--- src/verilog/daq_pkg.sv ---
`default_nettype none

package daq_pkg;

    // Register bus and event widths
    typedef logic [15:0] addr_t;
    typedef logic [7:0]  byte_t;
    typedef logic [31:0] word_t;

    // Bus request as every register block sees it
    typedef struct packed {
        logic  rd;
        logic  wr;
        addr_t addr;
        byte_t wdata;
    } bus_req_t;

    // One select per register block, plus the offset inside the block
    typedef struct packed {
        logic  sys;
        logic  ctrl;
        logic  pulse;
        logic  trig;
        logic  tdc;
        byte_t offset;
    } blk_sel_t;

    typedef enum logic [1:0] {
        IDLE,
        DELAY,
        ACTIVE
    } pulse_state_t;

    // Block base addresses, each block spans 256 bytes
    localparam addr_t SYS_BASE   = 16'h0300;
    localparam addr_t PULSE_BASE = 16'h0400;
    localparam addr_t CTRL_BASE  = 16'h0500;
    localparam addr_t TRIG_BASE  = 16'h0600;
    localparam addr_t TDC_BASE   = 16'h0700;

    localparam byte_t VERSION       = 8'd1;
    localparam byte_t VERSION_MINOR = 8'd0;
    localparam byte_t VERSION_MAJOR = 8'd1;
    localparam byte_t BOARD_ID      = 8'd0;

    // Data identifier carried in bits 31:28 of TDC words
    localparam logic [3:0]  TDC_ID      = 4'h2;
    localparam logic [11:0] TDC_LEN_MAX = 12'd4095;

    localparam int FIFO_DEPTH = 8;
    localparam int N_SOURCES  = 2;

endpackage

`default_nettype wire

--- src/verilog/control_regs.sv ---
`default_nettype none
`timescale 1ns/1ns

module control_regs (
    input  logic              BUS_CLK,
    input  logic              BUS_RST,
    input  daq_pkg::bus_req_t i_req,
    input  daq_pkg::blk_sel_t i_sel,
    input  logic [3:0]        i_gpio_sense,
    output daq_pkg::byte_t    o_rdata_sys,
    output daq_pkg::byte_t    o_rdata_ctrl,
    output logic [7:0]        o_lemo_mux,
    output logic [2:0]        o_ntc_mux,
    output logic              o_mgt_ref_sel,
    output logic              o_reset_hold
);
    import daq_pkg::*;

    logic       configured;
    // Low control byte keeps only its writable upper nibble
    logic [7:4] ctrl_lo;
    byte_t      ctrl_hi;
    logic       hold;

    always_ff @(posedge BUS_CLK) begin
        if (BUS_RST) begin
            configured <= 1'b0;
            ctrl_lo    <= '0;
            ctrl_hi    <= '0;
            hold       <= 1'b0;
        end else if (i_req.wr) begin
            if (i_sel.sys && i_sel.offset == 8'd5) begin
                configured <= i_req.wdata[0];
            end
            if (i_sel.ctrl) begin
                case (i_sel.offset)
                    8'd0:    ctrl_lo <= i_req.wdata[7:4];
                    8'd1:    ctrl_hi <= i_req.wdata;
                    8'd2:    hold <= i_req.wdata[0];
                    default: ;
                endcase
            end
        end
    end

    always_comb begin
        case (i_sel.offset)
            8'd0:    o_rdata_sys = VERSION;
            8'd1:    o_rdata_sys = VERSION_MINOR;
            8'd2:    o_rdata_sys = VERSION_MAJOR;
            8'd3:    o_rdata_sys = BOARD_ID;
            8'd4:    o_rdata_sys = {7'd0, configured};
            default: o_rdata_sys = '0;
        endcase
    end

    always_comb begin
        case (i_sel.offset)
            8'd0:    o_rdata_ctrl = {ctrl_lo, i_gpio_sense};
            8'd1:    o_rdata_ctrl = ctrl_hi;
            8'd2:    o_rdata_ctrl = {7'd0, hold};
            default: o_rdata_ctrl = '0;
        endcase
    end

    // LEMO select straddles the two control bytes
    assign o_lemo_mux    = {ctrl_hi[6:0], ctrl_lo[7]};
    assign o_ntc_mux     = ctrl_lo[6:4];
    // Inverted so the cleared register selects the internal reference clock
    assign o_mgt_ref_sel = ~ctrl_hi[7];
    assign o_reset_hold  = hold;

endmodule

`default_nettype wire

--- config.mk ---
export PLATFORM = sky130hd
export DESIGN_NAME = control_regs
export DESIGN_NICKNAME = d
export VERILOG_FILES = /design/src/verilog/daq_pkg.sv /design/src/verilog/control_regs.sv
export SDC_FILE = /design/constraint.sdc
export NUM_CORES = 1
export LEC_CHECK = 0
export BUFFER_PORTS_ARGS = -buffer_cell sky130_fd_sc_hd__buf_2
export CAP_MARGIN = 15
export CORE_AREA = 4 4 71 47
export CTS_CLUSTER_DIAMETER = 30
export DETAILED_ROUTE_END_ITERATION = 10
export DIE_AREA = 0 0 75 51
export PLACE_DENSITY = 0.84
export SLEW_MARGIN = 20
export SYNTH_ARGS = -nofsm -noshare
export SYNTH_HDL_FRONTEND = slang
export SYNTH_SLANG_ARGS = --single-unit
--- constraint.sdc ---
create_clock -name BUS_CLK -period 1.51 [get_ports BUS_CLK]
set_input_delay 0.0755 -clock BUS_CLK [delete_from_list [all_inputs] [get_ports BUS_CLK]]
set_output_delay 0.0755 -clock BUS_CLK [all_outputs]
set_load 0.02 [all_outputs]
; Yosys cells after proc, flatten, opt, wreduce, memory -nomap -nowiden
; Cells that the tools add are included.
[op_classes]
n_reduce_logical = 7
n_lt_le_gt_ge = 0
muxes = 2
shift = 0
n_eq_ne = 4
n_mul = 0
n_bitwise = 1
addsub = 0
div = 0
[op_table]
columns = cell, count
row1 = $pmux W8 S3, 1
row2 = $eq A8 B3 Y1 const B, 2
row3 = $reduce_and A3 Y1, 3
row4 = $eq A8 B1 Y1 const B, 1
row5 = $eq A8 B2 Y1 const B, 1
row6 = $logic_not A8 Y1, 1
row7 = $pmux W1 S2, 1
row8 = $reduce_and A2 Y1, 1
row9 = $reduce_or A2 Y1, 1
row10 = $logic_and A1 B1 Y1, 1
row11 = $not A1 Y1, 1
[word_totals]
ff_bits = 14
ramBits = 0
latchBits = 0
memories = 0
romBits = 0
input_bits = 45

; Longest topological paths before layout
; Gate-level depths: netlist of run 1.
[logic_depth]
word_depth = 3
ltp_mapped = 4

; Worst setup path before layout of run 1
; No wires, ideal clock.
[synth_timing]
path_type = register to output
startpoint = reg hold, in the netlist o_reset_hold
endpoint = out o_rdata_ctrl[0]
path_stages_with_launch = 4
t_arrival_ps = 1055
setup_slack_ps = 379
n_path_buf = 0
cell_sequence = dfxtp_1 > mux2_2 > nand3_1 > a21oi_1
[synth_between]
elab_chain_cells = 1
[synth_lines]
columns = element, line_no
row1 = from (decl), control_regs.sv:23  ; logic hold;
row2 = from (signal assigned), control_regs.sv:39  ; 8'd2: hold <= i_req.wdata[0];
row3 = $pmux W8 S3, control_regs.sv:58  ; case (i_sel.offset)
row4 = to (decl), control_regs.sv:11  ; output daq_pkg::byte_t o_rdata_ctrl,
; Every way passes these cells.

; Worst setup path in the final report of run 1
[layout_timing]
startpoint = in i_sel[4] (netlist bit)
endpoint = out o_rdata_ctrl[0]
[layout_between]
elab_chain_cells = 2
word_cells_on_any_way = 4
[layout_lines]
columns = element, line_no
row1 = from (decl), control_regs.sv:8  ; input daq_pkg::blk_sel_t i_sel,
row2 = "$eq A8 B2 Y1, or another cell as far along", control_regs.sv:58
row3 = $pmux W8 S3 *, control_regs.sv:58
; Every way passes the cells marked *; elsewhere a longest branch is shown, timed or not.

==> results.tsv, run 1 <==
metric	value	unit
top cells by area, synth	dfxtp_1 28%, nand2b_1 14%, mux2i_1 14%	
total power	0.859	mW
via count	887	
total CTS buffers	3	
layout cells sized above 1	0.392	
count leader, synth	nand2b_1	
crit path time final	1.38	ns
Clk pin slew, worst setup/hold paths	0.06	ns
dpl hpwl	1920	um
CTS root buf	clkbuf_8	
Final Hold Fails	0	
# port buffers	46	
I/O pins	74	
syn avg cell area	8.66	um^2
Via density	4.74	
R2R Setup Slk	0.86	ns
met2 wire len	1200	um
Synth Warn #	0	
Main synth FF type	dfxtp_1	
placed cells	183	
crit path launch type	primary input	
DR DRC count	0	
critical path endpoint category	primary output	
Post-synth EDFFs	0	
routed wire length	2500	um
WHS Path Cells	3	
most frequent cells after synthesis	23 x nand2b_1, 17 x nand3_1, 15 x buf_4, 14 x dfxtp_1, 14 x mux2i_1	
final core utilization	0.452	
synthesis-stage register bit count	14	
Critical Path Fanout Max	9	
hold wc startpoint	i_req[2]	
largest net degree at the start of global routing	23	
hold-fix buffers at CTS	0	
Antenna Nets Post-Route	0	
# rows	15	
Most common cell on crit path	buf_2	
VDD IR max	0.242	mV
Core Area	2720	um^2
Fin Clk Skew	0	ns
critical path class	primary input to primary output	
DRT iter0 DRCs	14	
die area	3830	um^2
worst-skew pair later-pin latency	0.25	ns
R2R cell count	2	
RR Endpoint	ctrl_hi[0]	
Crit Reg-Reg Startpoint	ctrl_hi[0]	
RSZ-0062 raised after global routing	no	
Synth area leader	dfxtp_1	
Seq/Total Area, Yosys	0.281	
first-pass GRT wire length	3790	um
max cap viols	0	
GPL Wtd Cong	0.738	
Hold Path Class	primary input to register	
pre-CTS setup slack	0.159	ns
outcome	completed	
DR top layer	met4	
Fillers	281	
n_diodes	0	
P&R area growth vs syn	23.5	%
Peak Freq	0.725	GHz
Tcrit/Tclk final	0.914	
Max H-tree Level	1	
final non-filler cell total	187	
CP max stage cell	nor4_4	
die height	51	um
# clock sinks	14	
Async S/R FF share, synth	0	
Worst EP arrival	1.30	ns
met1 WL	1080	um
Max Root-Sink Buffers	2	
die width	75	um
nets	199	
vias in the first global route	867	
total global-route track usage	0.131	
CP Data Required Time	1.43	ns
initial antenna violation count	0	
Detailed Routing Iterations Pass 1	4	
wire per inst	13.4	um
metal3 WL	203	um
total congestion overflow	0	
Synth top area share	0.281	
Fin Setup TNS	0	ns
WHS Endpoint	ctrl_hi[2]	
CP cell instances	buf_2 -> nor4_4 -> buf_4 -> nand4b_1 -> a21oi_1 -> buf_2	
Static Leak	0.575	nW
max-slew violation count	0	
Post-CTS Setup Bufs	0	
synth unique cells	22	
Post-Syn Instances	115	
Mapped Area	996	um^2
slowest cell delay on critical path	0.44	ns
pwr dens	698	nW/um^2
Final setup violation count	0	
Final WS setup	0.130	ns
Initial Util	0.366	
post_cts resized	0	
CTS tree	done	
registers in the layout, indices dropped and copies added, names as in the netlist:
signal / cells
configured: 1
ctrl_hi: 8
ctrl_lo: 4
o_reset_hold: 1
stage by stage:
step / cell area [um^2] / hold WS [ns]
5_1_grt: 1230 / 0.100
4_1_cts: 1230 / 0.0945
6_report: 1230 / 0.0972
3_5_place_dp: 1170 / 0.360
3_3_place_gp: 1170 / 0.349
2_1_floorplan: 1020 / 0.228
where the power goes:
part           internal, mW  switching, mW  total (mW)
combinational        0.0525         0.0657       0.118
clock                 0.231          0.139       0.371
sequential            0.370       0.000185       0.370
total                 0.653          0.205       0.859
worst max-delay path, delay by kind of cell:
kind	cells	cell delay [ns]
and+or+nand+nor	2	0.55
buffers and inverters	3	0.52
AOI/OAI and AO/OA	1	0.15
how the worst max path moves through the flow:
stage | from | to | slack [ns] | cells past startpoint
2_1_floorplan | o_reset_hold | o_rdata_ctrl[0] | 0.38 | 3
3_3_place_gp | i_sel[4] | o_rdata_ctrl[0] | 0.15 | 6
3_5_place_dp | i_sel[4] | o_rdata_ctrl[1] | 0.16 | 6
4_1_cts | i_sel[4] | o_rdata_ctrl[0] | 0.15 | 6
5_1_grt | i_sel[4] | o_rdata_ctrl[0] | 0.009 | 6
6_report | i_sel[4] | o_rdata_ctrl[0] | 0.13 | 6
kinds of logic (layout without fill, tap and decap cells):
logic type | Yosys count | after routing | share of synthesized area
other | 1 | 7 | 0.00377
AOI/OAI and AO/OA | 9 | 9 | 0.0452
muxes | 15 | 15 | 0.152
and+or+nand+nor | 52 | 52 | 0.347
buffers and inverters | 24 | 56 | 0.171
DFF | 14 | 14 | 0.281
metal layers:
| metal | GRT usage | vias to the layer above |
|---|---|---|
| met5 | 0 | - |
| met4 | 0.0355 | 0 |
| met3 | 0.0472 | 2 |
| met2 | 0.224 | 35 |
| met1 | 0.152 | 405 |
| li1 | - | 445 |
cell type report:
class | instances | area [um^2] | share of cell area
clock buffer | 4 | 55.1 | 0.0448
inverter | 1 | 3.75 | 0.00305
multi-input combinational | 83 | 568 | 0.462
sequential | 14 | 280 | 0.228
tap | 34 | 42.5 | 0.0346
timing repair buffer | 51 | 280 | 0.228
cell usage in the layout (no fill, tap or decap), types with 2 or more instances in the layout:
cell / netlist / layout
nand2b_1: 23 / 23
and3_1: 2 / 2
clkbuf_8: 0 / 4
dfxtp_1: 14 / 14
nand3_1: 17 / 17
and4b_1: 2 / 2
buf_2: 1 / 46
conb_1: 1 / 7
mux2i_1: 14 / 14
a21oi_1: 9 / 9
buf_4: 15 / 4
No activity file was read; power rests on OpenSTA's default activity.
==> inputs of run 2 (changes only) <==
--- a/config.mk
+++ b/config.mk
@@ -5,13 +5,13 @@
 export SDC_FILE = /design/constraint.sdc
 export NUM_CORES = 1
 export LEC_CHECK = 0
+export ABC_AREA = 1
 export BUFFER_PORTS_ARGS = -buffer_cell sky130_fd_sc_hd__buf_2
-export CAP_MARGIN = 15
-export CORE_AREA = 4 4 71 47
+export CORE_AREA = 4 4 70 46
 export CTS_CLUSTER_DIAMETER = 30
 export DETAILED_ROUTE_END_ITERATION = 10
-export DIE_AREA = 0 0 75 51
-export PLACE_DENSITY = 0.84
+export DIE_AREA = 0 0 74 50
+export PLACE_DENSITY = 0.86
 export SLEW_MARGIN = 20
 export SYNTH_ARGS = -nofsm -noshare
 export SYNTH_HDL_FRONTEND = slang
==> results.tsv, run 2 <==
metric	value	unit	change
pwr dens	667	nW/um^2	-4.5%
Post-CTS Setup Bufs	0		unchanged
Static Leak	0.661	nW	+15%
total CTS buffers	3		unchanged
n_diodes	0		unchanged
syn avg cell area	6.12	um^2	-29%
layout cells sized above 1	0.281		-0.112
Post-synth EDFFs	0		unchanged
# rows	14		-1
commonest non-fill, non-tap cell in the layout	nand2_1		
Core Area	2500	um^2	-8.0%
M1 GR Usage	0.158		+0.00651
count leader, synth	nand2_1		
CP Data Required Time	1.43	ns	about the same
Critical Path Fanout Max	16		+7
outcome	completed		
R2R cell count	4		+2
Peak Freq	0.829	GHz	+14%
main combinational cell family by area after synthesis	simple AND/OR/NAND/NOR gates		
Synth top area share	0.288		+0.00651
VDD IR max	0.392	mV	+62%
Fin Setup TNS	0	ns	unchanged
Post-Synth Adder-Cell Area	0		unchanged
I/O pins	74		unchanged
GR Util met3	0.0426		-0.00455
wire per inst	10.0	um	-25%
RSZ-0062 raised after global routing	no		
RR Endpoint	configured		
max-slew violation count	0		unchanged
Max H-tree Level	1		unchanged
routed wire length	2280	um	-8.9%
Via density	4.24		-11%
via count	967		+9.0%
busiest metal layer after global routing	met2		
final core utilization	0.462		+0.0101
post-synthesis simple-gate area fraction	0.392		+0.0453
R2R Setup Slk	0.88	ns	+0.02 ns
Synth area leader	dfxtp_1		
crit path launch type	primary input		
# port buffers	46		unchanged
DR DRC count	0		unchanged
XOR/XNOR share of the synthesized area	0		unchanged
CTS root buf	clkbuf_8		
P&R area growth vs syn	18.9	%	
DRT iter0 DRCs	27		+13
synthesis-stage register bit count	14		unchanged
hold wc startpoint	i_req[0]		
Main synth FF type	dfxtp_1		
Post-Syn Instances	159		+38%
total congestion overflow	0		unchanged
Seq/Total Area, Yosys	0.288		+0.00651
synth unique cells	15		-32%
Final setup violation count	0		unchanged
Antenna Nets Post-Route	0		unchanged
Worst EP arrival	1.13	ns	-0.17 ns
most frequent cells in the layout	47 x nand2_1, 46 x buf_2, 24 x nor2_1		
met2 usage	0.201		-0.0225
first-pass GRT wire length	3570	um	-5.8%
Compound-Gate Fraction of Synth Area	0.0733		+0.0280
Final Hold Fails	0		unchanged
hold-fix buffers at CTS	0		unchanged
Fin Clk Skew	0	ns	unchanged
crit path time final	1.21	ns	-0.174 ns
top cells by area, synth	dfxtp_1 29%, nand2_1 18%, buf_4 11%		
WHS Endpoint	configured		
WHS Path Cells	3		unchanged
die area	3700	um^2	-3.3%
Crit Reg-Reg Startpoint	configured		
worst-skew pair later-pin latency	0.24	ns	about the same
largest registers	ctrl_hi x8, ctrl_lo x4		
Detailed Routing Iterations Pass 1	4		unchanged
dpl hpwl	1750	um	-8.9%
CTS tree	done		
initial antenna violation count	0		unchanged
vias in the first global route	824		-5.0%
max FFs per register	8		unchanged
Tcrit/Tclk final	0.799		-0.115
Clk pin slew, worst setup/hold paths	0.05	ns	about the same
total power	0.772	mW	-10%
post_cts resized	0		unchanged
# clock sinks	14		unchanged
total global-route track usage	0.123		-0.00728
largest register by flop count	ctrl_hi		
nets	243		+22%
critical path class	primary input to primary output		
Synth Warn #	0		unchanged
Max Root-Sink Buffers	2		unchanged
die height	50	um	-2.0%
largest net degree at the start of global routing	27		+17%
mux cell area share after synthesis	0		-0.152
die width	74	um	-1.3%
Mapped Area	973	um^2	-2.3%
Initial Util	0.389		+0.0226
GPL Wtd Cong	0.765		+3.6%
max cap viols	0		unchanged
Fillers	277		-1.4%
Hold Path Class	primary input to register		
most frequent cells after synthesis	47 x nand2_1, 24 x nor2_1, 18 x inv_1, 16 x nand3_1		
Async S/R FF share, synth	0		unchanged
critical path endpoint category	primary output		
==> run 2: cell count changes in the layout (fill, tap and decap cells not counted), sizes merged, moves of 3 or more <==
cell    before  now
nand2        1   48
nor2         1   27
nand2b      23    0
inv          1   18
mux2i       14    0
a21oi        9   13
buf         51   48
==> run 2: stage by stage <==
| stage | std cells | hold WS (ns) | instance area [um^2] | worst slack (ns) |
|---|---|---|---|---|
| 5_1_grt | 228 | 0.118 | 1160 | 0.186 |
| 6_report | 228 | 0.0879 | 1160 | 0.304 |
| 3_5_place_dp | 225 | 0.335 | 1120 | 0.286 |
| 4_1_cts | 228 | 0.0846 | 1160 | 0.285 |
| 3_3_place_gp | 225 | 0.327 | 1120 | 0.296 |
| 2_1_floorplan | 165 | 0.210 | 996 | 0.588 |
==> run 2: where the power goes <==
group / total [mW] / internal, mW / switching [mW]
sequential: 0.370 / 0.370 / 0.000327
combinational: 0.105 / 0.0374 / 0.0677
clock: 0.296 / 0.176 / 0.120
==> run 2: critical path: stages <==
cell and delay, ns:
buf_2 0.10, nor2_1 0.14, nand2_2 0.13, nor2_4 0.35
nand2_1 0.09, nand3_1 0.09, buf_2 0.16
==> run 2: worst max path at each step <==
stage / from / cells past startpoint / endpoint
final: i_sel[7] / 7 / o_rdata_ctrl[0]
after global routing: i_sel[1] / 7 / o_rdata_ctrl[3]
after CTS: i_sel[7] / 7 / o_rdata_ctrl[0]
after detailed placement: i_sel[7] / 7 / o_rdata_ctrl[0]
after global placement: i_sel[7] / 7 / o_rdata_ctrl[0]
after floorplan: i_sel[7] / 6 / o_rdata_ctrl[0]
==> run 2: layout make-up <==
| type | instances | area [um^2] | share of cell area |
|---|---|---|---|
| Inverter | 19 | 71.3 | 0.0616 |
| Timing Repair Buffer | 48 | 245 | 0.212 |
| Clock buffer | 3 | 41.3 | 0.0357 |
| Tap cell | 32 | 40.0 | 0.0346 |
| Multi-Input combinational cell | 112 | 479 | 0.414 |
| Sequential cell | 14 | 280 | 0.242 |
==> run 2: cells by family (layout without fill, tap and decap cells) <==
logic type / Yosys count / after routing
AO/OA/AOI/OAI: 14 / 14
buffers and inverters: 39 / 70
flip-flops: 14 / 14
AND/OR/NAND/NOR: 91 / 91
other: 1 / 7
==> run 2: per-layer routing <==
layer,vias to the layer above,share of wire
li1,538,-
met1,396,0.47
met2,31,0.45
met3,2,0.083
met4,0,0.0044
met5,-,0
==> inputs of run 3 (changes only) <==
--- a/config.mk
+++ b/config.mk
@@ -7,11 +7,11 @@
 export LEC_CHECK = 0
 export ABC_AREA = 1
 export BUFFER_PORTS_ARGS = -buffer_cell sky130_fd_sc_hd__buf_2
-export CORE_AREA = 4 4 70 46
+export CORE_AREA = 4 4 74 48
 export CTS_CLUSTER_DIAMETER = 30
 export DETAILED_ROUTE_END_ITERATION = 10
-export DIE_AREA = 0 0 74 50
-export PLACE_DENSITY = 0.86
+export DIE_AREA = 0 0 78 52
+export PLACE_DENSITY = 0.82
 export SLEW_MARGIN = 20
 export SYNTH_ARGS = -nofsm -noshare
 export SYNTH_HDL_FRONTEND = slang
==> constraint.sdc (replaced) <==
create_clock -name BUS_CLK -period 1.05 [get_ports BUS_CLK]
set_input_delay 0.0525 -clock BUS_CLK [delete_from_list [all_inputs] [get_ports BUS_CLK]]
set_output_delay 0.0525 -clock BUS_CLK [all_outputs]
set_load 0.02 [all_outputs]
==> results.tsv, run 3 (same netlist as run 2, synthesis figures left out) <==
metric	value	unit	change
outcome	completed		
total CTS buffers	3		unchanged
R2R Setup Slk	0.42	ns	-0.46 ns
Hold Path Class	primary input to register		
largest registers	ctrl_hi x8, ctrl_lo x4		
# rows	15		+1
layout cells sized above 1	0.338		+0.0576
# clock sinks	14		unchanged
wire per inst	10.4	um	+4.3%
critical path class	primary input to primary output		
Most common cell on crit path	nand2_1		
R2R cell count	2		-2
slowest cell delay on critical path	0.14	ns	-0.21 ns
die height	52	um	+4.0%
Fillers	301		+8.7%
WHS Path Cells	3		unchanged
n_diodes	0		unchanged
DR DRC count	0		unchanged
total congestion overflow	0		unchanged
DRT iter0 DRCs	31		+15%
I/O pins	74		unchanged
max FFs per register	8		unchanged
CP max stage cell	nor2_2		
Max H-tree Level	1		unchanged
Fin Clk Skew	0	ns	unchanged
most frequent cells in the layout	45 x nand2_1, 36 x buf_2, 21 x nor2_1		
crit path time final	0.991	ns	
WP buf/inv	3		+1
final core utilization	0.479		+0.0165
pwr dens	901	nW/um^2	+35%
CP cell instances	buf_2 -> nor2_2 -> nand2_2 -> nor2_4 -> buf_12 -> nand2_1 -> nand2_1 -> buf_4		
commonest non-fill, non-tap cell in the layout	nand2_1		
max-slew violation count	0		unchanged
dpl hpwl	1680	um	-4.0%
Peak Freq	1.01	GHz	
CP Data Required Time	1.00	ns	-0.43 ns
critical path endpoint category	primary output		
Clk pin slew, worst setup/hold paths	0.06	ns	about the same
Initial Util	0.343		-0.0451
critical path's top delay family	simple AND/OR/NAND/NOR gates		
Final Hold Fails	0		unchanged
Max Root-Sink Buffers	2		unchanged
Crit Reg-Reg Startpoint	ctrl_hi[5]		
P&R area growth vs syn	39.3	%	
Critical Path Fanout Max	8		-8
hold-fix buffers at CTS	0		unchanged
CTS root buf	clkbuf_8		
Final setup violation count	0		unchanged
vias in the first global route	876		+6.3%
worst-skew pair later-pin latency	0.24	ns	about the same
RR Endpoint	ctrl_hi[5]		
RSZ-0062 raised after global routing	yes		
Static Leak	0.728	nW	+10%
nets	250		+2.9%
total power	1.22	mW	+58%
initial antenna violation count	0		unchanged
Core Area	2830	um^2	+13%
# port buffers	46		unchanged
total global-route track usage	0.127		+0.00393
Via density	4.16		-1.9%
Worst EP arrival	0.94	ns	-0.19 ns
max cap viols	0		unchanged
crit path launch type	primary input		
first-pass GRT wire length	4020	um	+13%
Tcrit/Tclk final	0.943		
WHS Endpoint	configured		
Detailed Routing Iterations Pass 1	4		unchanged
Antenna Nets Post-Route	0		unchanged
die width	78	um	+5.4%
GPL Wtd Cong	0.784		+2.6%
CTS tree	done		
routed wire length	2570	um	+13%
largest net degree at the start of global routing	27		unchanged
VDD IR max	0.391	mV	-0.17%
largest register by flop count	ctrl_hi		
die area	4060	um^2	+9.6%
via count	1023		+5.8%
hold wc startpoint	i_req[0]		
[run 3: cell count changes in the layout (fill, tap and decap cells not counted), sizes merged]
cell    previous run  this run
bufbuf             0         1
clkbuf             3         5
buf               48        53
[run 3: cell type report]
class,count,area (um^2),share of cell area
Multi-Input combinational cell,112,502,0.370
Tap cell,42,52.6,0.0387
Inverter,19,71.3,0.0526
Sequential cell,14,282,0.208
Clock buffer,4,55.1,0.0406
Timing Repair Buffer,55,394,0.291
[run 3: how the worst max path moves through the flow]
stage / end / cells after the start / startpoint / slack, ns
5_1_grt: o_rdata_ctrl[6] / 8 / i_sel[1] / -0.02
3_3_place_gp: o_rdata_ctrl[0] / 8 / i_sel[7] / -0.01
6_report: o_rdata_ctrl[6] / 8 / i_sel[1] / 0.06
3_5_place_dp: o_rdata_ctrl[0] / 8 / i_sel[7] / -0.02
4_1_cts: o_rdata_ctrl[0] / 8 / i_sel[7] / 0.009
2_1_floorplan: o_rdata_ctrl[0] / 6 / i_sel[7] / 0.17
[run 3: metrics by stage]
stage               cell area, um^2  hold slack, ns  setup TNS [ns]  worst slack [ns]  cells
floorplan                       996           0.187               0             0.174    165
global placement               1170           0.301         -0.0131           -0.0131    237
detailed placement             1170           0.305         -0.0168           -0.0168    237
CTS                            1270          0.0479               0           0.00892    244
global route                   1360          0.0562         -0.0532           -0.0195    246
finish                         1360          0.0560               0            0.0593    246
[run 3: repair_timing]
action / CTS / global route
pin swaps: 2 / 2
setup buffers: 2 / 1
gates cloned: 1 / 1
endpoints found under the setup margin: 1 / 13
resized for setup: 0 / 19
[run 3: power by group]
part / leakage, nW / switching [mW] / internal [mW] / total [mW]
clock network: 0.0288 / 0.187 / 0.332 / 0.518
logic: 0.586 / 0.107 / 0.0646 / 0.171
registers: 0.113 / 0.000483 / 0.532 / 0.532
[run 3: worst min-delay path, cell delays in order]
cell	delay, ns
buf_2	0.09
nor2_1	0.04
nor2_1	0.08
[run 3: routing by layer]
metal  global-route usage  vias to the layer above  wire [um]
met4              0.00872                        0          0
met1                0.184                      440       1280
met3               0.0519                        0        184
met5                    0                        -          0
met2                0.182                       32       1110
li1                     -                      551          -
